$ cat config.mk
export PLATFORM = sky130hd
export DESIGN_NAME = plru_victim
export DESIGN_NICKNAME = d
export VERILOG_FILES = /design/src/source/cache_geom_pkg.sv /design/src/source/plru_victim.sv
export SDC_FILE = /design/constraint.sdc
export NUM_CORES = 1
export LEC_CHECK = 0
export ABC_CLOCK_PERIOD_IN_PS = 2600
export BUFFER_PORTS_ARGS = -buffer_cell sky130_fd_sc_hd__buf_2
export CAP_MARGIN = 20
export CORE_UTILIZATION = 45
export CTS_BUF_LIST = sky130_fd_sc_hd__clkbuf_16
export DETAILED_ROUTE_END_ITERATION = 8
export PLACE_DENSITY = 0.65
export SLEW_MARGIN = 10
export SYNTH_ARGS = -nofsm -noshare
export SYNTH_HDL_FRONTEND = slang
export SYNTH_SLANG_ARGS = --single-unit
$ cat constraint.sdc
create_clock -name clk_i -period 2.6 [get_ports clk_i]
set_input_delay 0.26 -clock clk_i [delete_from_list [all_inputs] [get_ports clk_i]]
set_output_delay 0.26 -clock clk_i [all_outputs]
set_load 0.005 [all_outputs]
$ cat src/source/cache_geom_pkg.sv
// Cache geometry constants and width types, referenced by scoped name from RTL and testbench
package cache_geom_pkg;

    // Organisation of the cache
    localparam int unsigned SETS       = 16;
    localparam int unsigned WAYS       = 4;
    localparam int unsigned LINE_WORDS = 4;

    // Field widths
    localparam int unsigned TAG_WIDTH       = 8;
    localparam int unsigned DATA_WIDTH      = 32;
    localparam int unsigned SET_WIDTH       = $clog2(SETS);
    localparam int unsigned WORD_IDX_WIDTH  = $clog2(LINE_WORDS);
    localparam int unsigned BE_WIDTH        = DATA_WIDTH / 8;

    // Data RAM holds one word per way for every word of every line
    localparam int unsigned DATA_ADDR_WIDTH = SET_WIDTH + WORD_IDX_WIDTH;
    localparam int unsigned DATA_DEPTH      = SETS * LINE_WORDS;

    // Set index
    typedef logic [SET_WIDTH-1:0]       set_t;

    // Address tag stored in the directory
    typedef logic [TAG_WIDTH-1:0]       tag_t;

    // One bit per way, one-hot for hits and victims
    typedef logic [WAYS-1:0]            way_vec_t;

    // Word offset within a line
    typedef logic [WORD_IDX_WIDTH-1:0]  word_idx_t;

    // Request and refill data word
    typedef logic [DATA_WIDTH-1:0]      data_word_t;

    // Byte enables of a data word
    typedef logic [BE_WIDTH-1:0]        byte_en_t;

    // Data RAM word address, set * LINE_WORDS + word
    typedef logic [DATA_ADDR_WIDTH-1:0] data_addr_t;

endpackage

$ cat src/source/plru_victim.sv
// Pseudo-LRU used bits per set; picks the refill victim and marks ways on hits and refills
module plru_victim (
    input  logic                     clk_i,
    input  logic                     rst_ni,
    input  logic                     updt_i,
    input  cache_geom_pkg::set_t     updt_set_i,
    input  cache_geom_pkg::way_vec_t updt_way_i,
    input  logic                     repl_i,
    input  cache_geom_pkg::set_t     repl_set_i,
    input  cache_geom_pkg::way_vec_t repl_valid_i,
    input  logic                     repl_updt_i,
    output cache_geom_pkg::way_vec_t victim_way_o
);

    cache_geom_pkg::way_vec_t [cache_geom_pkg::SETS-1:0] used_q;
    cache_geom_pkg::way_vec_t repl_used;

    // One-hot of the lowest set bit, zero if none
    function automatic cache_geom_pkg::way_vec_t lowest_one(cache_geom_pkg::way_vec_t v);
        cache_geom_pkg::way_vec_t sel;
        sel = '0;
        for (int i = cache_geom_pkg::WAYS - 1; i >= 0; i--) begin
            if (v[i]) begin
                sel    = '0;
                sel[i] = 1'b1;
            end
        end
        return sel;
    endfunction

    // Set the way's bit; start a new round when every bit would be set
    function automatic cache_geom_pkg::way_vec_t mark_used(cache_geom_pkg::way_vec_t used,
                                                           cache_geom_pkg::way_vec_t way);
        cache_geom_pkg::way_vec_t nxt;
        nxt = used | way;
        if (&nxt) begin
            nxt = way;
        end
        return nxt;
    endfunction

    assign repl_used = used_q[repl_set_i];

    // Invalid ways go first, then the lowest way not recently used
    assign victim_way_o = (&repl_valid_i) ? lowest_one(~repl_used)
                                          : lowest_one(~repl_valid_i);

    always_ff @(posedge clk_i or negedge rst_ni) begin
        if (!rst_ni) begin
            used_q <= '0;
        end else begin
            if (updt_i) begin
                used_q[updt_set_i] <= mark_used(used_q[updt_set_i], updt_way_i);
            end
            if (repl_i && repl_updt_i) begin
                used_q[repl_set_i] <= mark_used(repl_used, victim_way_o);
            end
        end
    end

endmodule

### Word level (Yosys, flattened, before mapping)

Cells that the tools add are included.

* flip-flop bits (word level): 64
* output and inout bits: 4
* word-level logic and storage cells: 55

* magnitude comparators: 4
* mux-type cells: 25
* bitwise logic cells: 4
* reduce and logical (&&, ||, !) cells: 6

Operators by type and width (number)
* $bwmux 64: 2
* $mux 64: 2
* $mux 4: 17
* $bmux 4 s4: 2
* $demux 4 s4: 2
* $reduce_and 4->1: 3
* $lt 4x5->1 const B: 2
* $ge 4x1->1 const B: 2
* $not 4->4: 2
* $or 4x4->4: 2
* $logic_and 1x1->1: 3

### Depth between registers and ports, before layout

* depth in word-level cells: 14
* mapped depth: 11

### Least setup slack after synthesis

OpenSTA, ideal clock, no wires.

* kind: input-to-reg
* start point: input repl_set_i[2]
* end point: register used_q[45] (netlist bit)
* library setup time: 0.138 ns
* arrival: 2.321 ns
* required time: 2.462 ns
* setup slack: 0.141 ns
* cell stages on the path: 8
* buffers on the path: 2
* path through: buf_2 > mux4_2 > mux2_2 > a22oi_2 > o21ai_0 > o31ai_4 > buf_2 > mux2i_1

* elaborated cells on any way between the ends: 19

RTL lines
* start, declared: RTL line plru_victim.sv:9 `input cache_geom_pkg::set_t repl_set_i,`
* $bmux 4 s4 (*): RTL line plru_victim.sv:42 `assign repl_used = used_q[repl_set_i];`
* $mux 4 (implied by the code) (*): RTL line plru_victim.sv:42
* $not 4->4 (*): RTL line plru_victim.sv:45 `assign victim_way_o = (&repl_valid_i) ? lowest_one(~repl_used)`
* $mux 4 (2 in a row): RTL line plru_victim.sv:23 `if (v[i]) begin`
* $mux 4 (*): RTL line plru_victim.sv:23
* $mux 4 (*): RTL line plru_victim.sv:45
* net victim_way_o[1]: RTL line plru_victim.sv:12 `output cache_geom_pkg::way_vec_t victim_way_o`
* $or 4x4->4: RTL line plru_victim.sv:35 `nxt = used | way;`
* $reduce_and 4->1: RTL line plru_victim.sv:36 `if (&nxt) begin`
* $mux 4 (*): RTL line plru_victim.sv:36
* $mux 4 (*): RTL line plru_victim.sv:55 `if (repl_i && repl_updt_i) begin`
* $bwmux 64 (*): RTL line plru_victim.sv:56 `used_q[repl_set_i] <= mark_used(repl_used, victim_way_o);`
* $mux 64 (*): RTL line plru_victim.sv:55
* end signal, assigned by index: RTL line plru_victim.sv:53 `used_q[updt_set_i] <= mark_used(used_q[updt_set_i], updt_way_i);`
* end signal, assigned by index: RTL line plru_victim.sv:56
* end, declared: RTL line plru_victim.sv:15 `cache_geom_pkg::way_vec_t [cache_geom_pkg::SETS-1:0] used_q;`

Mark *: on every way through the listed nets, which the timed path passes. The rest lies on a longest branch. The select of a mux whose other input is x is not followed.

### Worst setup path after layout

* start point: register used_q[52] (netlist bit)
* end point: register used_q[63] (netlist bit)

* cells in the longest elaborated chain, start to end: 11
* elaborated cells on any way between the ends: 19

RTL lines (RTL line)
* $bmux 4 s4: plru_victim.sv:42
* $mux 4 (implied by the code): plru_victim.sv:42
* $not 4->4: plru_victim.sv:45
* $mux 4: plru_victim.sv:23
* $mux 4: plru_victim.sv:45
* $or 4x4->4: plru_victim.sv:35
* $reduce_and 4->1: plru_victim.sv:36
* $mux 4: plru_victim.sv:36
* $mux 4: plru_victim.sv:55
* $bwmux 64: plru_victim.sv:56
* $mux 64 (*): plru_victim.sv:55

Mark *: on every way between the ends. The rest lies on a longest branch, timed or not. The select of a mux whose other input is x is not followed.

==> out/metrics.yaml <==
antenna_found_initial: 0
fmax_mhz: 398
p_int_uw: 3140
wl_met3_um: 1570
clk_pin_slew_worst_paths_ns: 0.06
final_nets: 537
cts_sinks: 64
grt_overflow_total: 0
top_level_ports: 25
hold_slack_ns: -0.0217
largestRegisters: "used_q x64"
final_cell_mix: "69 x mux2i_1, 64 x dfrtp_1, 56 x buf_4"
synth_cell_types: 38
start_util_pct: 46.5
synth_area_leaders: "dfrtp_1 35%, mux2i_1 15%, mux4_2 14%"
worstPathRequired_ns: 2.85
cts_buffer_depth: 2
seq_power_share_pct: 34.9
yosysTopAreaCellShare_pct: 35.1
maxUsedRoutingLayer: "met4"
slew-limit-headroom_pct: 40.3
root_buffer: "clkbuf_16"
vias_per_cell: 6.49
clock_latency_ns: 0.33
met1_length_um: 6060
wl_um: 15300
dr_wl_met2_um: 6980
final.setup.tns_ns: 0
drv_cap: 0
cp.arrival_ns: 2.76
crit_path_max_fanout: 13
cts_tree: "done"
drive_gt1_share_pct: 29.8
clkPwrFrac_pct: 22.6
routabilityCongestion: 0.976
die_x_um: 103
dr.pass1.iters: 5
vias: 4242
yosys.area.top_type: "dfrtp_1"
violations: "negative hold slack"
htreeDepth: 3
ys_ff_latch: 64
port_buffers: 24
irDropWorstVdd_v: 0.000379
fin_crit_ns: 2.51
rows: 36
power.density_nw_per_um2: 890
postLayoutCellArea_um2: 5590
grt_max_degree: 37
setup_viol: 0
antenna_left: 0
largest_register: "used_q"
power.leakage_uw: 0.00243
final_hold_viol_count: 16
drt_iter0_drc: 447
end_kind: "register"
switchingPower_uw: 1840
critPathLaunch: "used_q[52]"
post-dp-hpwl_um: 11500
criticalPathCategory: "register to register"
rr_startpoint: "used_q[52]"
synth-edff-count: 0
syn_inst: 444
numCtsBuffers: 9
drv_slew: 0
grt.total_usage_pct: 31.7
fp.coreArea_um2: 9820
die-area_um2: 10500
syn_area_per_cell_um2: 10.3
drc: 0
status: "finished, violations left"
skew_ns: 0.00657
rsz0062_at_grt: "false"
start_kind: "register"
wl_per_cell_um: 23.5
period_share_pct: 96.6
dpl_cell_area_um2: 5260
final_common_cell: "mux2i_1"
async_flop_share_pct: 100
synth-main-ff-cell: "dfrtp_1"
hp-class: "input pin to async pin"
largest_reg_flops: 64
grt_pass1_wl_um: 24000
synth_warnings: 0
ys_seq_area_share_pct: 35.1
die_height_um: 103
netlist_area_um2: 4560
ff2ff_path_depth: 8
syn2layout_area_growth_pct: 22.6
combPwrFrac_pct: 42.5
antennaDiodeCount: 0
synth_nets: 465
grt_pass1_vias: 4224
p_sw_share_pct: 37.0
worst_pin_slew_ns: 0.889
==> timing repair <==
action,in CTS,in global routing
pin swaps,1,1
gates resized for setup,2,5
buffers inserted,1,1
endpoints found under the setup margin,17,8
hold buffers,0,0
cloned,0,0
==> worst paths after layout <==
path | end | slack, ns
max in group asynchronous | used_q[34] | 1.97
worst min register to register | used_q[48] | 0.60
worst min-delay path | used_q[27] | -0.02
min in group clk_i | used_q[23] | 0.43
worst max-delay path | used_q[63] | 0.09
worst max register to register | used_q[63] | 0.09
==> worst max-delay path, stage by stage, from the launching register on <==
cell	delay [ns]
dfrtp_1	0.42
mux4_2	0.47
mux2_4	0.32
mux2_2	0.29
or2_4	0.28
a31oi_4	0.24
nor2_2	0.07
buf_12	0.15
a22oi_1	0.18
==> cell usage after synthesis, types with 9 or more instances <==
library cell and count:
dfrtp_1 64, nor2b_1 9, a211oi_1 13, a21oi_1 55, nand3_1 11, nor2_1 40, mux4_2 29, a22oi_1 11
nand2_1 25, nor3_1 36, buf_2 16, mux2i_1 69
==> power by group through the flow <==
stage | Clock (µW) | Sequential, µW | Combinational [µW]
after global routing | 1180 | 1770 | 2280
after detailed placement | 0 | 1730 | 2030
after global placement | 0 | 1710 | 1960
final | 1130 | 1740 | 2120
after floorplan | 0 | 1600 | 1320
after CTS | 1140 | 1720 | 2080
==> metal layers <==
layer | vias up | global-route usage, %
li1 | 1833 | -
met1 | 2093 | 40.8
met2 | 255 | 48.5
met3 | 61 | 9.49
met4 | 0 | 16.0
met5 | - | 0
==> cell families after synthesis <==
kind of cell | after synthesis | synth area share [%]
AOI/OAI and AO/OA | 96 | 14.5
buffers and inverters | 31 | 3.73
and+or+nand+nor | 151 | 16.2
DFF | 64 | 35.1
muxes | 102 | 30.4
==> stage by stage <==
step	hold slack [ns]	setup slack [ns]	power (µW)	utilization, %	instances
detailed placement	0.350	-0.477	3760	53.6	636
CTS	0.00302	0.0301	4930	56.7	653
floorplan	-0.0356	0.141	2920	-	444
global route	0.0386	0.00859	5240	57.0	654
global placement	0.359	-0.425	3680	53.5	636
finish	-0.0217	0.0875	4980	57.0	654
==> layout make-up <==
cell class,count,area [µm²]
fillers,897,4230
multi-input cells,349,2840
flip-flops and latches,64,1600
repair buffers,88,701
clock buffers,9,225
well taps,133,166
clock inverters,7,48.8
inverters,4,15.0
Power figures use the tool's default switching activity.
