## config.mk

```make
export PLATFORM = sky130hd
export DESIGN_NAME = dir_init_fsm
export DESIGN_NICKNAME = d
export VERILOG_FILES = /design/src/source/cache_geom_pkg.sv /design/src/source/cache_dir_pkg.sv /design/src/source/dir_init_fsm.sv
export SDC_FILE = /design/constraint.sdc
export NUM_CORES = 1
export LEC_CHECK = 0
export ABC_AREA = 0
export ABC_CLOCK_PERIOD_IN_PS = 1200
export BUFFER_PORTS_ARGS = -buffer_cell sky130_fd_sc_hd__buf_2
export CORE_AREA = 2 2 39 41
export DETAILED_ROUTE_END_ITERATION = 8
export DIE_AREA = 0 0 41 43
export MAX_ROUTING_LAYER = met4
export PLACE_DENSITY = 0.35
export SKIP_CTS_REPAIR_TIMING = 1
export SLEW_MARGIN = 40
export SYNTH_ARGS = -nofsm -noshare
export SYNTH_HDL_FRONTEND = slang
export SYNTH_SLANG_ARGS = --single-unit
```

## constraint.sdc

```tcl
create_clock -name clk_i -period 1.2 [get_ports clk_i]
set_input_delay 0.18 -clock clk_i [delete_from_list [all_inputs] [get_ports clk_i]]
set_output_delay 0.18 -clock clk_i [all_outputs]
set_load 0.02 [all_outputs]
```

## src/source/cache_geom_pkg.sv

```systemverilog
// Cache geometry constants and width types, referenced by scoped name from RTL and testbench
package cache_geom_pkg;

    // Organisation of the cache
    localparam int unsigned SETS       = 16;
    localparam int unsigned WAYS       = 4;
    localparam int unsigned LINE_WORDS = 4;

    // Field widths
    localparam int unsigned TAG_WIDTH       = 8;
    localparam int unsigned DATA_WIDTH      = 32;
    localparam int unsigned SET_WIDTH       = $clog2(SETS);
    localparam int unsigned WORD_IDX_WIDTH  = $clog2(LINE_WORDS);
    localparam int unsigned BE_WIDTH        = DATA_WIDTH / 8;

    // Data RAM holds one word per way for every word of every line
    localparam int unsigned DATA_ADDR_WIDTH = SET_WIDTH + WORD_IDX_WIDTH;
    localparam int unsigned DATA_DEPTH      = SETS * LINE_WORDS;

    // Set index
    typedef logic [SET_WIDTH-1:0]       set_t;

    // Address tag stored in the directory
    typedef logic [TAG_WIDTH-1:0]       tag_t;

    // One bit per way, one-hot for hits and victims
    typedef logic [WAYS-1:0]            way_vec_t;

    // Word offset within a line
    typedef logic [WORD_IDX_WIDTH-1:0]  word_idx_t;

    // Request and refill data word
    typedef logic [DATA_WIDTH-1:0]      data_word_t;

    // Byte enables of a data word
    typedef logic [BE_WIDTH-1:0]        byte_en_t;

    // Data RAM word address, set * LINE_WORDS + word
    typedef logic [DATA_ADDR_WIDTH-1:0] data_addr_t;

endpackage

```

## src/source/cache_dir_pkg.sv

```systemverilog
// Directory entry type and init sequencer states, shared by the directory side of the controller
package cache_dir_pkg;

    // Directory entry, tag only
    typedef logic [cache_geom_pkg::TAG_WIDTH-1:0] dir_entry_t;

    // Init sequencer: sweep the sets, then serve requests
    typedef enum logic {
        CLEARING = 1'b0,
        READY    = 1'b1
    } init_state_e;

endpackage

```

## src/source/dir_init_fsm.sv

```systemverilog
// Clears every directory set after reset, one per cycle, then holds ready_o high
module dir_init_fsm (
    input  logic                 clk_i,
    input  logic                 rst_ni,
    output logic                 init_busy_o,
    output cache_geom_pkg::set_t init_set_o,
    output logic                 ready_o
);

    cache_dir_pkg::init_state_e state_q, state_d;
    cache_geom_pkg::set_t       set_q, set_d;
    logic                       last_set;

    assign last_set = (set_q == cache_geom_pkg::set_t'(cache_geom_pkg::SETS - 1));

    always_comb begin
        state_d = state_q;
        set_d   = set_q;
        case (state_q)
            cache_dir_pkg::CLEARING: begin
                set_d = set_q + 1'b1;
                // Leave once the last set is written this cycle
                if (last_set) begin
                    state_d = cache_dir_pkg::READY;
                end
            end
            cache_dir_pkg::READY: begin
                state_d = cache_dir_pkg::READY;
            end
        endcase
    end

    always_ff @(posedge clk_i or negedge rst_ni) begin
        if (!rst_ni) begin
            state_q <= cache_dir_pkg::CLEARING;
            set_q   <= '0;
        end else begin
            state_q <= state_d;
            set_q   <= set_d;
        end
    end

    assign init_busy_o = (state_q == cache_dir_pkg::CLEARING);
    assign init_set_o  = set_q;
    assign ready_o     = (state_q == cache_dir_pkg::READY);

endmodule

```

# Word-level counts from Yosys, hierarchy flattened

Index checks and enable logic that the tools add are counted.

Bits in registers: 5
Output and inout bits: 6
Word-level logic and storage cells: 7

Add/subtract/negate cells: 1
Eq/ne operators: 1
Muxes and demuxes: 2
Bitwise gates (word level): 1

Operators with widths:

| cell                  | number |
|---|---|
| $add A4 B1 Y4 const B | 1 |
| $eq A4 B4 Y1 const B  | 1 |
| $pmux W1 S2           | 1 |
| $mux W1               | 1 |
| $not A1 Y1            | 1 |

# Longest topological paths before layout

Gate-level depths: netlist of the first run.

Depth after elaboration: 3
Gate-level depth with buffers: 3
Depth with buffers taken out: 3

# Worst setup path after synthesis of the first run

OpenSTA, ideal clock, no wires.

Path kind: reg2reg
From: reg set_q[0] (netlist: init_set_o[0])
To: reg set_q[1] (netlist: init_set_o[1])
Library setup time: 125 ps
Data arrival time: 1051 ps
Data required time: 1075 ps
Slack: 24 ps
Stages on the path, launching flop included: 3
Period minus slack after synthesis: 1176 ps
Path through: dfrtp_1 > ha_1 > mux2_2

Word-level cells in the longest chain between the ends: 1

RTL lines:

| element                | RTL line           | source |
|---|---|---|
| from (decl)            | dir_init_fsm.sv:11 | `cache_geom_pkg::set_t set_q, set_d;` |
| from (signal assigned) | dir_init_fsm.sv:39 | `set_q <= set_d;` |
| $add A4 B1 Y4          | dir_init_fsm.sv:21 | `set_d = set_q + 1'b1;` |

Every way passes these cells.
A chain may end at the register's enable or synchronous reset.

# Worst setup path in the final report of the first run

From: reg state_q (netlist: ready_o)
To: out init_busy_o

Word-level cells in the longest chain between the ends: 1

RTL lines:

| element                | RTL line           | source |
|---|---|---|
| from (decl)            | dir_init_fsm.sv:10 | `cache_dir_pkg::init_state_e state_q, state_d;` |
| from (signal assigned) | dir_init_fsm.sv:35 | `state_q <= cache_dir_pkg::CLEARING;` |
| from (signal assigned) | dir_init_fsm.sv:38 | `state_q <= state_d;` |
| $not A1 Y1             | -                  |  |
| to (decl)              | dir_init_fsm.sv:5  | `output logic init_busy_o,` |

Every way passes these cells.

==> results_dict.tcl, run 1 <==
set metrics [dict create \
    vias_per_cell 3.58 \
    drt_iter0_drc 3 \
    routed_wl_microns 452 \
    final.setup.tns_ns 0 \
    period_needed_ns 1.12 \
    yosysTopAreaCell "dfrtp_1" \
    cts-buffers-inserted 3 \
    required_ns 1.02 \
    run_status "finished, final reports clean" \
    synth-seq-cells 5 \
    relSlewSlack_pct 85.4 \
    drive_gt1_share_pct 48.3 \
    met1_usage_pct 8.12 \
    wl_per_cell_microns 10.0 \
    hold_slack_ns 0.278 \
    drtAntennaViolNets 0 \
    cp-startpoint "ready_o" \
    fin_skew_ns 0.00281 \
    grt.total_usage_pct 7.53 \
    critPathMaxFanout 6 \
    die_w_microns 41 \
    ys_top_cells_by_area "dfrtp_1, xnor2_1, nand4b_4" \
    fin_crit_sh_pct 93.6 \
    cp_slowest_cell "dfrtp_1" \
    port_buffers 7 \
    floorplan.die_area_sq_um 1760 \
    core_sq_um 1380 \
    reg2reg_from "init_set_o[0]" \
    power_mw 0.371 \
    die_y_microns 43 \
    rows 14 \
    antenna_found_initial 0 \
    syn-cell-area_sq_um 218 \
    cpPeakStageDelay_ns 0.44 \
    synthTopCellsByCount "dfrtp_1, xnor2_1" \
    synthArstFlopShare_pct 100 \
    path_cells "inv_1 > buf_2" \
    rsz0062_at_grt "false" \
    grt_first_pass_wirelength_microns 724 \
    syn_nets 18 \
    drcViolationCount 0 \
    gp_congestion 0.627 \
    setup_viol_count_final 0 \
    arrival_ns 0.94 \
    first_global_vias 175 \
    synth_cell_type_count 9 \
    synthCells 15 \
    fmax_mhz 890 \
    start_util_pct 15.7 \
    hp-class "in -> async" \
    via_count 161 \
    power.density_nw_per_um2 1150 \
    cts_tree "done" \
    synth.avg_cell_area_sq_um 14.5 \
    first_pass_iters 2 \
    ioPinCount 8 \
    max_cap_violations 0 \
    ir_drop_uv 375 \
    syn2layout_area_growth_pct 48.9 \
    grt_max_degree 7 \
    slew_viol_final 0 \
    synth_top_area_share_pct 57.5 \
    synth-edff-count 0 \
    ctsRootBufferMaster "clkbuf_4" \
    overflow 0 \
    ys.flop_type "dfrtp_1" \
    grt-busiest-layer "met3" \
    clk_pin_slew_ns 0.04 \
    worstSetupEndpointType "primary output" \
    fill_cells 153 \
    finalHoldViolCount 0 \
    worstMarginPinSlew_ns 0.219 \
    grt_use_met2_pct 7.50 \
    htree_levels 1 \
    fin_nets 33 \
    worst_setup_path_start_kind "flip-flop" \
    yosys_warnings 0 \
    ys_seq_area_share_pct 57.5 \
    clk_latency_ns 0.24 \
    yosys.cell_count.top_type "dfrtp_1" \
    grtUsageMet3_pct 9.42 \
    clock-sinks 5 \
    crit_type "reg -> out" \
    clockBufferDepth 2 \
    n_antenna_cell 0 \
    p_leak_nw 0.196 \
]
[layer usage]
layer / share of wire, % / vias up
li1: - / 77
met1: 46 / 74
met2: 39 / 10
met3: 15 / 0
met4: 0 / 0
met5: 0 / -
[flip-flops by register name (all words and copies together) (netlist names)]
signal,cells
ready_o,1
init_set_o,4
[cell type report]
type	count	area, sq um	area share, %
repair buffers	10	60.1	18.5
clock buffers	4	26.3	8.11
multi-input cells	9	88.8	27.4
well taps	16	20.0	6.18
inverters	1	3.75	1.16
flip-flops and latches	5	125	38.6
[cells in the final DEF, fill, tap and decap left out]
master and count:
buf_2 7, buf_4 2, clkbuf_1 1, clkbuf_4 3
dfrtp_1 5, dlygate4sd3_1 1, ha_1 1, inv_1 1
mux2_2 1, nand2_1 1, nand2b_1 1, nand3_1 1
nand4b_4 1, xnor2_1 3
[stage by stage]
stage / util, % / std cells / cell area, sq um / setup slack [ns]
after CTS: 22.7 / 44 / 314 / 0.0542
after floorplan: - / 15 / 218 / 0.0244
after global routing: 23.4 / 45 / 324 / 0.0141
after global placement: 20.8 / 40 / 288 / 0.179
final: 23.4 / 45 / 324 / 0.0770
after detailed placement: 20.8 / 40 / 288 / 0.177
[critical path, delay by kind of cell (launching register included)]
kind,cells,cell delay (ns)
buf+inv,2,0.26
flops,1,0.44
[report_power, final]
group	total, mW	internal [mW]	switching (mW)
combinational	0.00688	0.00330	0.00358
sequential	0.169	0.169	0
clock	0.195	0.126	0.0694
[kinds of logic after synthesis]
group,after synthesis,share of synthesized area [%]
flip-flops,5,57.5
AND/OR/NAND/NOR,4,17.8
XOR/XNOR,3,12.1
buffers and inverters,1,1.72
multiplexers,1,5.17
adder cells (fa/ha/maj),1,5.75
[worst paths after layout]
path | end | slack, ns | depth (start not counted)
worst max-delay path | init_busy_o | 0.08 | 2
worst min-delay path | init_set_o[3] | 0.28 | 2
worst max register to register | init_set_o[1] | 0.17 | 2
worst min register to register | init_set_o[3] | 0.51 | 1
max in group asynchronous | init_set_o[1] | 0.79 | 2
min in group clk_i | init_set_o[3] | 0.51 | 1
Note: power is estimated with default switching activity, not from simulation.
==> run 2, diff against run 1 <==
--- a/config.mk
+++ b/config.mk
@@ -11,7 +11,7 @@
 export CORE_AREA = 2 2 39 41
 export DETAILED_ROUTE_END_ITERATION = 8
 export DIE_AREA = 0 0 41 43
-export MAX_ROUTING_LAYER = met4
+export GPL_TIMING_DRIVEN = 0
 export PLACE_DENSITY = 0.35
 export SKIP_CTS_REPAIR_TIMING = 1
 export SLEW_MARGIN = 40
==> run 2 against run 1 <==
- core utilization shrank 1.1 points
- global-route usage decreased by 1.5 points
- via count decreased by 8.1%
- count of clock-buffer cells in the layout did not move
- total power down 1.7%
- die area unchanged
- largest cell class unchanged
- highest routed layer unchanged
==> results_dict.tcl, run 2 (synthesis results as in run 1) <==
set metrics [dict create \
    run_status "finished, final reports clean" \
    fin_crit_sh_pct 93.4 \
    die_y_microns 43 \
    die_w_microns 41 \
    ir_drop_uv 436 \
    max_cap_violations 0 \
    period_needed_ns 1.12 \
    setup_viol_count_final 0 \
    power_mw 0.365 \
    p_leak_nw 0.185 \
    via_count 148 \
    cts_tree "done" \
    drive_gt1_share_pct 44.4 \
    htree_levels 1 \
    final_common_cell "buf_2" \
    clockBufferDepth 2 \
    finalHoldViolCount 0 \
    final.setup.tns_ns 0 \
    ioPinCount 8 \
    slew_viol_final 0 \
    reg2reg_from "init_set_o[0]" \
    grt_first_pass_wirelength_microns 627 \
    floorplan.die_area_sq_um 1760 \
    drt_iter0_drc 2 \
    cts-buffers-inserted 3 \
    clk_pin_slew_ns 0.04 \
    instances_no_fill 43 \
    wl_per_cell_microns 8.84 \
    power.density_nw_per_um2 1180 \
    worstMarginPinSlew_ns 0.221 \
    grt.total_usage_pct 6.04 \
    worst_setup_path_start_kind "flip-flop" \
    utilization_pct 22.3 \
    critPathMaxFanout 4 \
    overflow 0 \
    gp_congestion 0.589 \
    clock-sinks 5 \
    rows 14 \
    core_sq_um 1380 \
    final_cell_mix "buf_2, dfrtp_1, xnor2_1, clkbuf_4" \
    first_pass_iters 2 \
    ctsRootBufferMaster "clkbuf_4" \
    grt_max_degree 7 \
    start_util_pct 15.7 \
    first_global_vias 150 \
    clk_latency_ns 0.24 \
    drtAntennaViolNets 0 \
    relSlewSlack_pct 85.3 \
    place_inst 38 \
    routed_wl_microns 380 \
    cp-startpoint "init_set_o[0]" \
    crit_type "reg -> reg" \
    drcViolationCount 0 \
    antenna_found_initial 0 \
    fin_nets 31 \
    required_ns 1.32 \
    port_buffers 7 \
    vias_per_cell 3.44 \
    syn2layout_area_growth_pct 42.0 \
    fin_skew_ns 0.00287 \
    n_antenna_cell 0 \
    rsz0062_at_grt "false" \
    arrival_ns 1.24 \
    worstSetupEndpointType "flip-flop" \
    largest_reg_flops 4 \
    fmax_mhz 892 \
    hp-class "in -> async" \
]
run 2: cell count changes in the layout (fill, tap and decap cells not counted):
cell,change
buf_4,-2
run 2: through the flow:
stage               area [sq um]  hold WS (ns)  worst slack, ns
floorplan                    218        -0.116           0.0244
global placement             273       0.00295           0.0936
detailed placement           273       0.00281           0.0786
CTS                          299        -0.254           0.0568
global route                 309         0.300           0.0202
finish                       309         0.288           0.0787
run 2: cell type report:
cell class                      count  area [sq um]
Inverter                            1          3.75
Sequential cell                     5           125
Multi-Input combinational cell      9          88.8
Fill cell                         153          1070
Clock buffer                        4          26.3
Tap cell                           16          20.0
Timing Repair Buffer                8          45.0
run 2: path summary, 6_finish.rpt:
path / end / slack, ns / cells after the start
max reg2reg: init_set_o[1] / 0.08 / 2
min: init_set_o[2] / 0.29 / 2
max in group asynchronous: init_set_o[0] / 0.78 / 2
min reg2reg: init_set_o[3] / 0.50 / 1
max: init_set_o[1] / 0.08 / 2
min in group clk_i: init_set_o[3] / 0.50 / 1
run 2: power breakdown:
part	switching, mW	total (mW)	internal, mW
Combinational	0.00358	0.00689	0.00331
Sequential	0	0.169	0.169
Clock	0.0632	0.189	0.125
run 2: critical path: stages, from the launching register on:
cell and delay (ns):
dfrtp_1 0.44, ha_1 0.31, mux2_2 0.25
run 2: layer usage:
metal,vias to the layer above,track usage [%],routed length [microns]
met2,9,6.88,155
li1,74,-,-
met4,0,0,0
met1,65,7.47,178
met5,-,0,0
met3,0,7.85,46
==> run 3, diff against run 2 <==
--- a/config.mk
+++ b/config.mk
@@ -6,7 +6,7 @@
 export NUM_CORES = 1
 export LEC_CHECK = 0
 export ABC_AREA = 0
-export ABC_CLOCK_PERIOD_IN_PS = 1200
+export ABC_CLOCK_PERIOD_IN_PS = 1100
 export BUFFER_PORTS_ARGS = -buffer_cell sky130_fd_sc_hd__buf_2
 export CORE_AREA = 2 2 39 41
 export DETAILED_ROUTE_END_ITERATION = 8
==> constraint.sdc (replaced) <==
create_clock -name clk_i -period 1.1 [get_ports clk_i]
set_input_delay 0.165 -clock clk_i [delete_from_list [all_inputs] [get_ports clk_i]]
set_output_delay 0.165 -clock clk_i [all_outputs]
set_load 0.02 [all_outputs]
==> run 3 against run 2 <==
- non-clock buffer count increased by 5
- combinational power rose by 10%
- sequential share of layout area shrank 3.7 points
- largest power group unchanged
- core utilization up 3.0 points
- hold slack worse by 0.019 ns
- clock power is 12% higher
- critical path depth is the same
- maximum frequency up 5.5%
- critical path type unchanged
- setup slack lost 0.041 ns
==> results_dict.tcl, run 3 (synthesis results as in run 1) <==
set metrics [dict create \
    pre_cts_ws_ns 0.0127 \
    grt_max_degree 7 \
    p_leak_nw 0.206 \
    worstMarginPinSlew_ns 0.196 \
    worst_setup_path_start_kind "flip-flop" \
    clk_latency_ns 0.24 \
    clk_pin_slew_ns 0.04 \
    drcViolationCount 0 \
    rows 14 \
    ir_drop_uv 404 \
    fin_crit_sh_pct 96.6 \
    relSlewSlack_pct 86.9 \
    hold_slack_ns 0.269 \
    setup_viol_count_final 0 \
    drive_gt1_share_pct 62.5 \
    first_pass_iters 1 \
    hp-class "in -> async" \
    drt_iter0_drc 0 \
    drtAntennaViolNets 0 \
    path_cells "ha_1 > mux2_2" \
    ioPinCount 8 \
    worstSetupEndpointType "flip-flop" \
    grt.total_usage_pct 6.15 \
    fin_nets 36 \
    finalHoldViolCount 0 \
    ctsRootBufferMaster "clkbuf_4" \
    wl_per_cell_microns 8.90 \
    cp_slowest_cell "dfrtp_2" \
    n_antenna_cell 0 \
    grt_first_pass_wirelength_microns 614 \
    first_global_vias 137 \
    gp_congestion 0.572 \
    rsz0062_at_grt "false" \
    floorplan.die_area_sq_um 1760 \
    p_int_mw 0.325 \
    clkPwrFrac_pct 52.3 \
    clockBufferDepth 2 \
    max_cap_violations 0 \
    arrival_ns 1.18 \
    antenna_found_initial 0 \
    critPathMaxFanout 4 \
    die_y_microns 43 \
    fin_skew_ns 0.000516 \
    cpPeakStageDelay_ns 0.41 \
    slew_viol_final 0 \
    period_needed_ns 1.06 \
    overflow 0 \
    cts_tree "done" \
    die_w_microns 41 \
    required_ns 1.22 \
    run_status "finished, final reports clean" \
    final_common_cell "buf_2" \
    regToRegSetupSlack_ns 0.04 \
    largest_reg_flops 4 \
    cts-buffers-inserted 3 \
    post-route-worst-setup-slack_ns 0.0376 \
    core_sq_um 1380 \
    clock-sinks 5 \
    vias_per_cell 3.54 \
    via_count 170 \
    power.density_nw_per_um2 1150 \
    syn2layout_area_growth_pct 60.9 \
    switching_power_mw 0.0775 \
    p_sw_share_pct 19.3 \
    fmax_mhz 941 \
    htree_levels 1 \
    port_buffers 7 \
    start_util_pct 15.7 \
    dp_hpwl_microns 301 \
    final.setup.tns_ns 0 \
    seqPwrFrac_pct 45.8 \
    final_cell_mix "buf_2, buf_4, xnor2_1, clkbuf_4, dfrtp_2" \
    crit_type "reg -> reg" \
    routed_wl_microns 427 \
    comb_power_share_pct 1.9 \
]
-- run 3: cell count changes in the layout (fill, tap and decap cells not counted), sizes merged --
| cell | previous run | this run |
|---|---|---|
| buf | 7 | 12 |
-- run 3: cell type report --
cell class                      count  area, sq um
Clock buffer                        4         26.3
Sequential cell                     5          129
Inverter                            1         3.75
Timing Repair Buffer               13         82.6
Multi-Input combinational cell      9         88.8
Fill cell                         156         1030
Tap cell                           16         20.0
-- run 3: per-stage QoR --
step           total power [mW]  std cells  utilization, %  cell area (sq um)
2_1_floorplan             0.187         15               -                220
3_3_place_gp              0.192         38            19.9                275
3_5_place_dp              0.193         38            19.9                275
4_1_cts                   0.416         42            21.8                302
5_1_grt                   0.427         48            25.3                350
6_report                  0.403         48            25.3                350
-- run 3: power groups by stage --
stage / combinational, mW / clock, mW / sequential (mW)
6_report: 0.00761 / 0.211 / 0.185
5_1_grt: 0.00899 / 0.234 / 0.184
4_1_cts: 0.00537 / 0.226 / 0.184
3_3_place_gp: 0.00517 / 0 / 0.187
3_5_place_dp: 0.00536 / 0 / 0.187
2_1_floorplan: 0.0000000674 / 0 / 0.187
-- run 3: worst max-delay path: cells and delay by family, from the launching register on --
family / cells / cell delay (ns)
flops: 1 / 0.41
fa+ha+maj: 1 / 0.29
mux: 1 / 0.25
-- run 3: path summary, 6_finish.rpt --
path / depth (start not counted) / from / to
hold / removal: 2 / rst_ni / init_set_o[3]
min in group clk_i: 1 / init_set_o[3] / init_set_o[3]
setup / recovery: 2 / init_set_o[1] / init_set_o[1]
setup reg to reg: 2 / init_set_o[1] / init_set_o[1]
max in group asynchronous: 2 / rst_ni / init_set_o[0]
hold reg to reg: 1 / init_set_o[3] / init_set_o[3]
-- run 3: per-layer routing --
layer / wire, microns / global-route usage, % / vias to the layer above
met4: 0 / 2.00 / 0
met1: 187 / 7.17 / 75
li1: - / - / 86
met3: 56 / 7.85 / 0
met2: 183 / 6.56 / 9
met5: 0 / 0 / -
