$ cat src/source/cache_geom_pkg.sv
// Cache geometry constants and width types, referenced by scoped name from RTL and testbench
package cache_geom_pkg;

    // Organisation of the cache
    localparam int unsigned SETS       = 16;
    localparam int unsigned WAYS       = 4;
    localparam int unsigned LINE_WORDS = 4;

    // Field widths
    localparam int unsigned TAG_WIDTH       = 8;
    localparam int unsigned DATA_WIDTH      = 32;
    localparam int unsigned SET_WIDTH       = $clog2(SETS);
    localparam int unsigned WORD_IDX_WIDTH  = $clog2(LINE_WORDS);
    localparam int unsigned BE_WIDTH        = DATA_WIDTH / 8;

    // Data RAM holds one word per way for every word of every line
    localparam int unsigned DATA_ADDR_WIDTH = SET_WIDTH + WORD_IDX_WIDTH;
    localparam int unsigned DATA_DEPTH      = SETS * LINE_WORDS;

    // Set index
    typedef logic [SET_WIDTH-1:0]       set_t;

    // Address tag stored in the directory
    typedef logic [TAG_WIDTH-1:0]       tag_t;

    // One bit per way, one-hot for hits and victims
    typedef logic [WAYS-1:0]            way_vec_t;

    // Word offset within a line
    typedef logic [WORD_IDX_WIDTH-1:0]  word_idx_t;

    // Request and refill data word
    typedef logic [DATA_WIDTH-1:0]      data_word_t;

    // Byte enables of a data word
    typedef logic [BE_WIDTH-1:0]        byte_en_t;

    // Data RAM word address, set * LINE_WORDS + word
    typedef logic [DATA_ADDR_WIDTH-1:0] data_addr_t;

endpackage

$ cat src/source/cache_dir_pkg.sv
// Directory entry type and init sequencer states, shared by the directory side of the controller
package cache_dir_pkg;

    // Directory entry, tag only
    typedef logic [cache_geom_pkg::TAG_WIDTH-1:0] dir_entry_t;

    // Init sequencer: sweep the sets, then serve requests
    typedef enum logic {
        CLEARING = 1'b0,
        READY    = 1'b1
    } init_state_e;

endpackage

$ cat src/source/tag_directory.sv
// Tag RAM and valid bits of the directory; lookups report the hit way one cycle later
module tag_directory (
    input  logic                     clk_i,
    input  logic                     rst_ni,
    input  logic                     init_busy_i,
    input  cache_geom_pkg::set_t     init_set_i,
    input  logic                     match_i,
    input  cache_geom_pkg::set_t     match_set_i,
    input  cache_geom_pkg::tag_t     match_tag_i,
    input  logic                     refill_i,
    input  cache_geom_pkg::set_t     refill_set_i,
    input  cache_geom_pkg::tag_t     refill_tag_i,
    input  cache_geom_pkg::way_vec_t victim_way_i,
    output cache_geom_pkg::way_vec_t hit_way_o,
    output cache_geom_pkg::set_t     lookup_set_o,
    output cache_geom_pkg::way_vec_t refill_valid_o
);

    cache_dir_pkg::dir_entry_t tag_ram [cache_geom_pkg::WAYS][cache_geom_pkg::SETS];
    cache_dir_pkg::dir_entry_t rentry_q [cache_geom_pkg::WAYS];

    cache_geom_pkg::way_vec_t [cache_geom_pkg::SETS-1:0] valid_q;

    cache_geom_pkg::way_vec_t  lookup_valid_q;
    cache_geom_pkg::set_t      lookup_set_q;
    cache_geom_pkg::tag_t      lookup_tag_q;

    logic                      lookup_go;
    logic                      refill_go;
    cache_geom_pkg::set_t      dir_addr;
    cache_geom_pkg::way_vec_t  dir_we;
    cache_dir_pkg::dir_entry_t dir_wentry;

    // Port priority is init, then lookup, then refill
    assign lookup_go = match_i & ~init_busy_i;
    assign refill_go = refill_i & ~init_busy_i & ~match_i;

    always_comb begin
        dir_addr   = '0;
        dir_we     = '0;
        dir_wentry = '0;
        if (init_busy_i) begin
            dir_addr = init_set_i;
            dir_we   = '1;
        end else if (match_i) begin
            dir_addr = match_set_i;
        end else if (refill_i) begin
            dir_addr   = refill_set_i;
            dir_we     = victim_way_i;
            dir_wentry = cache_dir_pkg::dir_entry_t'(refill_tag_i);
        end
    end

    always_ff @(posedge clk_i) begin
        for (int w = 0; w < cache_geom_pkg::WAYS; w++) begin
            if (dir_we[w]) begin
                tag_ram[w][dir_addr] <= dir_wentry;
            end
            if (lookup_go) begin
                rentry_q[w] <= tag_ram[w][dir_addr];
            end
        end
    end

    // Valid bits, cleared by the init sweep and set by refills
    always_ff @(posedge clk_i or negedge rst_ni) begin
        if (!rst_ni) begin
            valid_q <= '0;
        end else if (init_busy_i) begin
            valid_q[init_set_i] <= '0;
        end else if (refill_go) begin
            valid_q[refill_set_i] <= valid_q[refill_set_i] | victim_way_i;
        end
    end

    // Valid snapshot keeps the hit vector steady until the next lookup
    always_ff @(posedge clk_i or negedge rst_ni) begin
        if (!rst_ni) begin
            lookup_valid_q <= '0;
        end else if (lookup_go) begin
            lookup_valid_q <= valid_q[match_set_i];
        end
    end

    always_ff @(posedge clk_i) begin
        if (lookup_go) begin
            lookup_set_q <= match_set_i;
            lookup_tag_q <= match_tag_i;
        end
    end

    always_comb begin
        for (int w = 0; w < cache_geom_pkg::WAYS; w++) begin
            hit_way_o[w] = lookup_valid_q[w] & (rentry_q[w] == lookup_tag_q);
        end
    end

    assign lookup_set_o   = lookup_set_q;
    assign refill_valid_o = valid_q[refill_set_i];

    dir_access_excl: assert property (@(posedge clk_i) disable iff (!rst_ni)
        !(match_i && refill_i))
        else $error("tag_directory: lookup and refill in the same cycle");

endmodule

$ cat config.mk
export PLATFORM = sky130hd
export DESIGN_NAME = tag_directory
export DESIGN_NICKNAME = d
export VERILOG_FILES = /design/src/source/cache_geom_pkg.sv /design/src/source/cache_dir_pkg.sv /design/src/source/tag_directory.sv
export SDC_FILE = /design/constraint.sdc
export NUM_CORES = 1
export LEC_CHECK = 0
export BUFFER_PORTS_ARGS = -buffer_cell sky130_fd_sc_hd__buf_4
export CAP_MARGIN = 20
export CORE_MARGIN = 2
export CORE_UTILIZATION = 35
export CTS_CLUSTER_DIAMETER = 60
export DETAILED_ROUTE_END_ITERATION = 16
export SETUP_SLACK_MARGIN = 0.3
export SLEW_MARGIN = 0
export SYNTH_ARGS = -nofsm -noshare
export SYNTH_HDL_FRONTEND = slang
export SYNTH_SLANG_ARGS = --single-unit
$ cat constraint.sdc
create_clock -name clk_i -period 4.7 [get_ports clk_i]
set_input_delay 0.235 -clock clk_i [delete_from_list [all_inputs] [get_ports clk_i]]
set_output_delay 0.235 -clock clk_i [all_outputs]
set_load 0.01 [all_outputs]
After elaboration in Yosys (flattened, before gate mapping)
Memory sizes are Yosys's and may differ from the RTL's.
Cells that the tools add are included.
{ "totals": {"register_bits": 80, "memories": 2, "ram_bits": 544, "output_inout_bits": 12, "word_cells": 93, "inputBits": 37} }
{ "classes": {"order_cmp": 7, "reduce_logical": 4, "n_eq_ne": 4, "bitwise_logic": 13, "mux": 44} }
{ "mem_list": {"columns": ["memory", "words", "width", "rd", "rd_clocked_by_memory_dff", "write_ports", "line", "source"], "rows": [
  ["tag_ram", 4, 128, 4, 0, 4, "tag_directory.sv:19", "cache_dir_pkg::dir_entry_t tag_ram [cache_geom_pkg::WAYS][cache_geom_pkg::SETS];"],
  ["rentry_q", 4, 8, 4, 0, 4, "tag_directory.sv:20", "cache_dir_pkg::dir_entry_t rentry_q [cache_geom_pkg::WAYS];"]
]} }
{ "op_table": {"columns": ["op", "count"], "rows": [
  ["$mux 128", 4],
  ["$bmux 8 s4", 4],
  ["$mux 64", 2],
  ["$mux 8", 12],
  ["$and 64x64->64", 1],
  ["$bwmux 64", 1],
  ["$not 64->64", 1],
  ["$mux 4", 10],
  ["$bmux 4 s4", 2],
  ["$demux 4 s4", 2],
  ["$demux 8 s4", 1],
  ["$eq 8x8->1", 4],
  ["$lt 4x5->1 const B", 3],
  ["$ge 4x1->1 const B", 2],
  ["$and 1x1->1", 7],
  ["$mux 1", 6],
  ["$ge 5x5->1 const B", 1],
  ["$lt 5x1->1 const B", 1],
  ["$not 4->5", 1],
  ["$or 4x4->4", 1],
  ["$logic_and 1x1->1", 3],
  ["$not 1->1", 2],
  ["$reduce_bool 2->1", 1]
]} }

Longest topological paths before layout
Gate-level depths: netlist of run 1.
{ "depth": {"depth_word": 9, "depth_mapped": 11, "ltp_nobuf": 6} }

Least setup slack after synthesis of run 1
No wires, ideal clock.
{ "synth_path": {"kind": "in2reg", "from": "input port match_i", "to": "register lookup_valid_q[0]", "required_time_ns": 4.573, "setup_ns": 0.127, "stages": 4, "path_buffers": 2, "setup_slack_ns": 2.188, "arrival_ns": 2.385, "path_cell_list": "clkbuf_1 nor2b_1 clkbuf_1 mux2_2"} }
{ "synth_between": {"elab_chain_cells": 1} }
{ "synth_lines": {"columns": ["item", "line", "source"], "rows": [
  ["start: declaration", "tag_directory.sv:7", "input logic match_i,"],
  ["$and 1x1->1", "tag_directory.sv:35", "assign lookup_go = match_i & ~init_busy_i;"],
  ["net lookup_go", "tag_directory.sv:28", "logic lookup_go;"],
  ["end signal: assignment", "tag_directory.sv:81", "lookup_valid_q <= valid_q[match_set_i];"],
  ["end: declaration", "tag_directory.sv:24", "cache_geom_pkg::way_vec_t lookup_valid_q;"]
]} }
The timed path passes the listed nets, and every way through them passes these cells.
A chain may end at the register's enable or synchronous reset.

==> results by group, run 1 <==
Outcome
  • Status: completed

Power
  • Max VDD drop: ~270 uV
  • Pleak: 9.77 nW
  • PnR Total Power: 0.0125 W
  • Pwr dens: 429 mW/mm2

Timing
  • Crit share post-route: 0.642
  • Setup tns final: 0 ps
  • RSZ-0062 raised after global routing: false
  • Final setup fails: 0
  • Highest clock rate: approximately 330 MHz
  • Skew final: 12.4 ps
  • Slew headroom: 0.293
  • Hold Fails Final Rpt: 0
  • Worst-margin pin slew: roughly 1100 ps
  • Max-slew violations: 0
  • Period minus WS final: approximately 3000 ps

Detailed routing
  • Post-route DRC: 0
  • DR vias: approximately 17000
  • Vias per cell: between 5 and 6
  • Wire per inst: 21.9 um
  • Wire length after detailed routing: approximately 67000 um
  • First drt pass iteration count: 5
  • DRT antenna net count: 0
  • DR iter-0 viols: 1903

GRT
  • Global-route wire length before repair: 101000 um
  • Global Route Usage Sum: 0.173
  • Pin count of the biggest net entering global routing: ~230
  • Initial antenna violation count: 1
  • Gr ovfl total: 0
  • Vias in the first global route: about 16000

Floorplan
  • IO Count: 49
  • Initial Util: 0.354
  • Die width: 276 um
  • Die Height: 276 um
  • Rows: 99
  • DIE AREA: ~0.076 mm2
  • Core ar.: 0.0732 mm2

Setup path
  • Critical path peak fanout: 60
  • Worst Setup SP: match_set_i[1]
  • Worst Reg2Reg Path Length in Cells: 6
  • Crit start category: input port
  • Worst reg-to-reg setup slack: 2080 ps
  • Reg-to-Reg Start: valid_q[5]
  • R2R Path End: valid_q[17]
  • Crit path arrival time: 3260 ps
  • Setup crit end: tag_ram[2][52]
  • Setup crit end kind: flop
  • Crit Path Category: in2reg
  • CP required: 4940 ps

Cells and area
  • Diode count: 0
  • NumNets Final: 2079
  • Share of cells above drive strength 1: 0.108
  • Post-Layout Cell Count: 3052
  • Most common cell after layout, fill and taps aside: nand2_1
  • Most frequent cells in the layout: nand2_1 (597), edfxtp_1 (556), nand3_1 (167)
  • Area delta synth->final: 12.1%

Run
  • Max Cap Viol: 0

Logic synthesis
  • Yosys cell types: 44
  • Ys async rst share: 0.109
  • Main synth FF type: edfxtp_1
  • Synth Instances: 2023
  • Syn_nets: 2060
  • Mapped cell area: roughly 0.026 mm2
  • Synthesized flop and latch total: 624
  • Number of enable flip-flop cells after synthesis: 556
  • Synth Area per Inst: 12.8 um2
  • Ys Warns: 0
  • Register area share after synthesis: 0.709

CTS
  • CTS tree: done
  • CTS buffer count: 60
  • CTS Sinks: ~620
  • Clk_lat worst skew: 630 ps
  • Cts repair resizes: 0
  • Worst-case clock buffer depth: 3
  • Clk slew on worst S/H paths: 60 ps
  • Root buffer cell: clkbuf_16
  • H-tree levels: 2

Worst hold path
  • Hold Path Class: in2reg

Placement
  • Gpl congestion: 0.902
  • Dpl cells: 2926
  • Post-DP HPWL: 40500 um
  • IO Port Bufs: 48
==> flip-flops by register name, summed over array words and instances, names as in the netlist <==
register,cells
lookup_set_o,4
lookup_valid_q,4
tag_ram,512
valid_q,64
rentry_q,32
lookup_tag_q,8
==> critical path, cell delays in order <==
cell and delay [ps]:
dlygate4sd3_1 540, buf_4 230, a21oi_1 140, o21ai_1 130, and2_4 340, nor2_1 540, nand2_1 360, nor2_1 700
==> kinds of logic after synthesis <==
kind of cell	after synthesis	share of synthesized area
buf+inv	129	0.0296
flops	624	0.709
compound gates	302	0.0722
mux	44	0.0350
xor+xnor	32	0.0108
simple gates	892	0.143
==> timing repair <==
item | in CTS | in global routing
buffers inserted | 0 | 0
hold buffers | 13 | 0
setup endpoints to repair | 0 | 0
hold endpoints to repair | 91 | 0
==> metrics by stage <==
| step | hold slack (ps) | worst slack, ps | cell area [um2] | utilization |
|---|---|---|---|---|
| floorplan | -60.6 | 2190 | 25900 | - |
| global placement | 391 | 1550 | 27000 | 0.368 |
| detailed placement | 407 | 1520 | 27000 | 0.368 |
| CTS | 14.6 | 1620 | 29100 | 0.397 |
| global route | 53.1 | 1460 | 29100 | 0.397 |
| finish | 35.3 | 1680 | 29100 | 0.397 |
==> power by group <==
| group | leakage (nW) | internal [W] | switching [W] |
|---|---|---|---|
| combinational | 3.75 | 0.000401 | 0.000802 |
| sequential | 5.05 | 0.00628 | 0.000131 |
| clock | 0.966 | 0.00276 | 0.00209 |
==> per-layer routing <==
layer / wire length (um) / up-vias / GRT usage
met4: 1720 / 2 / 0.0572
li1: - / 7460 / -
met3: 4230 / 96 / 0.0227
met2: 32900 / 621 / 0.291
met5: 13 / - / 0
met1: 28100 / 8343 / 0.231
==> cell type report <==
class | count | area, um2
clock buffer | 77 | 1620
clock inverter | 36 | 343
fill | 6758 | 44100
inverter | 1 | 3.75
multi-input combinational | 1270 | 6810
sequential | 624 | 18400
tap | 959 | 1200
timing repair buffer | 85 | 696
==> worst min-delay path by stage <==
stage / to / start / slack (ps) / cells past startpoint
final: lookup_set_o[0] / match_set_i[0] / 40 / 1
after global routing: lookup_set_o[0] / match_set_i[0] / 50 / 1
after CTS: valid_q[32] / victim_way_i[0] / 10 / 3
after detailed placement: valid_q[47] / rst_ni / 410 / 1
after global placement: valid_q[43] / rst_ni / 390 / 1
after floorplan: lookup_valid_q[0] / rst_ni / -60 / 0
==> Yosys cell counts (16+ instances only) <==
library cell | n | share of area
a21oi_1 | 68 | 0.013
a22oi_1 | 32 | 0.0093
a31oi_1 | 98 | 0.024
buf_2 | 52 | 0.010
buf_6 | 20 | 0.0087
clkbuf_1 | 41 | 0.0059
dfrtp_1 | 68 | 0.066
edfxtp_1 | 556 | 0.64
mux4_2 | 33 | 0.029
nand2_1 | 599 | 0.087
nand3_1 | 167 | 0.032
nor2_1 | 71 | 0.010
o21ai_0 | 35 | 0.0068
o21ai_1 | 30 | 0.0058
o311ai_1 | 32 | 0.011
xnor2_1 | 16 | 0.0054
xor2_1 | 16 | 0.0054
Power figures use the tool's default switching activity.
==> run 2, diff against run 1 <==
==> constraint.sdc (replaced) <==
create_clock -name clk_i -period 2.5 [get_ports clk_i]
set_input_delay 0.125 -clock clk_i [delete_from_list [all_inputs] [get_ports clk_i]]
set_output_delay 0.125 -clock clk_i [all_outputs]
set_load 0.01 [all_outputs]
==> run 2 against run 1 <==
Against the previous run: setup slack worse by 1500 ps; total power up 94%; non-clock buffer count up 150; first-iteration DRC count down 5.3%; via count up 4.0%; clock power up 96%; sequential cell count unchanged; core utilization up 2.5 points; critical path depth down 3; critical endpoint is now refill_valid_o[3].
==> results by group, run 2 (synthesized netlist as in run 1, its figures left out) <==
CTS
  • CTS buffer count: 68 (+13%)
  • H-tree levels: 3 (+1)
  • CTS Sinks: 624 (unchanged)
  • Worst-case clock buffer depth: 3 (unchanged)
  • Clk slew on worst S/H paths: 60 ps (about the same)
  • CTS tree: done
  • Clk_lat worst skew: 610 ps (-20 ps)
  • Root buffer cell: clkbuf_16

Worst hold path
  • Hold Path Sink: valid_q[17]
  • Hold Crit Depth: 4 (+3)
  • Hold Path Class: in2reg
  • Hold_sp: init_set_i[2]

Power
  • Pwr dens: 784 mW/mm2 (+83%)
  • Max VDD drop: 477 uV (+78%)
  • Pleak: 10.7 nW (+9.9%)

Cells and area
  • Top flop regs: tag_ram x512, valid_q x64, rentry_q x32
  • Post-Layout Cell Count: 3211 (+5.2%)
  • Most common cell after layout, fill and taps aside: nand2_1
  • Most frequent cells in the layout: nand2_1 (597), edfxtp_1 (556), buf_4 (177)
  • Util after Layout: 0.422 (+0.0249)
  • Area delta synth->final: 19.1%
  • Most flop-heavy register: tag_ram
  • Share of cells above drive strength 1: 0.183 (+0.0750)
  • NumNets Final: 2237 (+7.6%)
  • Diode count: 0 (unchanged)
  • Design area: 0.0309 mm2 (+6.3%)
  • Fill cells: 6644 (-1.7%)
  • Max reg flops: 512 (unchanged)

Placement
  • Gpl congestion: 0.876 (-2.9%)
  • IO Port Bufs: 48 (unchanged)
  • Post-DP HPWL: 42000 um (+3.5%)
  • Placed Instance Area: 0.0282 mm2 (+4.5%)
  • Dpl cells: 3042 (+4.0%)

Setup path
  • Reg-to-Reg Start: valid_q[14]
  • Setup crit end kind: primary output
  • Crit path arrival time: 2160 ps (-1100 ps)
  • Crit start category: flop
  • CP required: 2380 ps (-2560 ps)
  • Critical path peak fanout: 3 (-95%)
  • R2R Path End: valid_q[42]
  • Crit Path Category: reg2out
  • Worst reg-to-reg setup slack: 350 ps (-1730 ps)
  • Worst Reg2Reg Path Length in Cells: 8 (+2)
  • Worst Setup SP: valid_q[3]

Floorplan
  • Initial Util: 0.354 (unchanged)
  • Die Height: 276 um (unchanged)
  • Die width: 276 um (unchanged)
  • IO Count: 49 (unchanged)
  • Core ar.: 0.0732 mm2 (unchanged)
  • Rows: 99 (unchanged)
  • DIE AREA: 0.0763 mm2 (unchanged)

Timing
  • Period minus WS final: 2290 ps
  • Highest clock rate: 437 MHz
  • Skew final: 16.1 ps (+3.66 ps)
  • Max-slew violations: 0 (unchanged)
  • Final setup fails: 0 (unchanged)
  • RSZ-0062 raised after global routing: true
  • Setup tns final: 0 ps (unchanged)
  • Crit share post-route: 0.915
  • Worst-margin pin slew: 871 ps (-186 ps)
  • Slew headroom: 0.419 (+0.127)
  • Hold Fails Final Rpt: 0 (unchanged)
  • Hold WS: 30.8 ps (-4.48 ps)

Detailed routing
  • Routed wl met2: 32900 um (about the same)
  • Wire per inst: 21.5 um (-2.1%)
  • DR iter-0 viols: 1802 (-5.3%)
  • Post-route DRC: 0 (unchanged)
  • DR vias: 17187 (+4.0%)
  • DRT antenna net count: 0 (unchanged)
  • Vias per cell: 5.35 (-1.1%)
  • First drt pass iteration count: 5 (unchanged)
  • WL met1: 28700 um (+1.9%)
  • Wire length after detailed routing: 69000 um (+3.0%)
  • Total length of routed met3 wires: 5480 um (+29%)
  • Top sig layer: met5

GRT
  • Global Route Usage Sum: 0.179 (+0.00625)
  • Pin count of the biggest net entering global routing: 95 (-59%)
  • Initial antenna violation count: 1 (unchanged)
  • Vias in the first global route: 17122 (+4.7%)
  • Global-route wire length before repair: 105000 um (+3.1%)
  • Gr ovfl total: 0 (unchanged)

Outcome
  • Status: completed

Run
  • Max Cap Viol: 0 (unchanged)
==> run 2: cell count changes in the layout (fill, tap and decap cells not counted), moves of 4 or more <==
cell,delta
buf_4,+107
buf_12,+26
buf_6,+15
nor2_1,-12
nor2_2,+12
clkbuf_16,+8
clkbuf_1,+5
xnor2_1,-5
xnor2_2,+5
nor4_1,-4
==> run 2: worst max path at each step <==
stage                              endpoint  slack [ps]
after floorplan             tag_ram[0][104]         230
after global placement        tag_ram[1][2]         160
after detailed placement     tag_ram[2][71]         150
after CTS                 refill_valid_o[1]         210
after global routing      refill_valid_o[0]         160
final                     refill_valid_o[3]         210
==> run 2: metrics by stage <==
step / total power (W) / setup WS [ps]
final: 0.0242 / 212
after global routing: 0.0250 / 157
after CTS: 0.0243 / 205
after detailed placement: 0.0147 / 148
after global placement: 0.0147 / 157
after floorplan: 0.0138 / 228
==> run 2: critical path: stages (launching register included) <==
cell and delay, ps:
dfrtp_1 400, mux4_2 480, nor2b_4 160, a211oi_4 290, a21oi_2 90, buf_4 160
==> run 2: per-layer routing <==
layer,vias up,GRT usage
met5,-,0
li1,7787,-
met3,121,0.0370
met1,8580,0.238
met4,2,0.0629
met2,697,0.291
==> run 2: cell type report <==
class / instances / area, um2 / share of cell area
clock buffers: 87 / 1790 / 0.0581
clock inverters: 35 / 310 / 0.0100
inverters: 1 / 3.75 / 0.000122
multi-input cells: 1270 / 6970 / 0.226
flip-flops and latches: 624 / 18400 / 0.596
well taps: 959 / 1200 / 0.0388
repair buffers: 235 / 2210 / 0.0715
==> run 2: where the power goes <==
group	internal (W)	switching (W)	leakage, nW
Sequential	0.0118	0.000207	5.05
Clock	0.00552	0.00401	1.03
Combinational	0.00101	0.00165	4.65
Total	0.0183	0.00587	10.7
==> run 2: timing repair <==
item / in CTS / in global routing
endpoints found under the setup margin: 8 / 19
gates resized for setup: 29 / 15
hold buffers: 14 / 1
pin swaps: 11 / 9
endpoints found under the hold margin: 101 / 3
setup buffers: 28 / 4
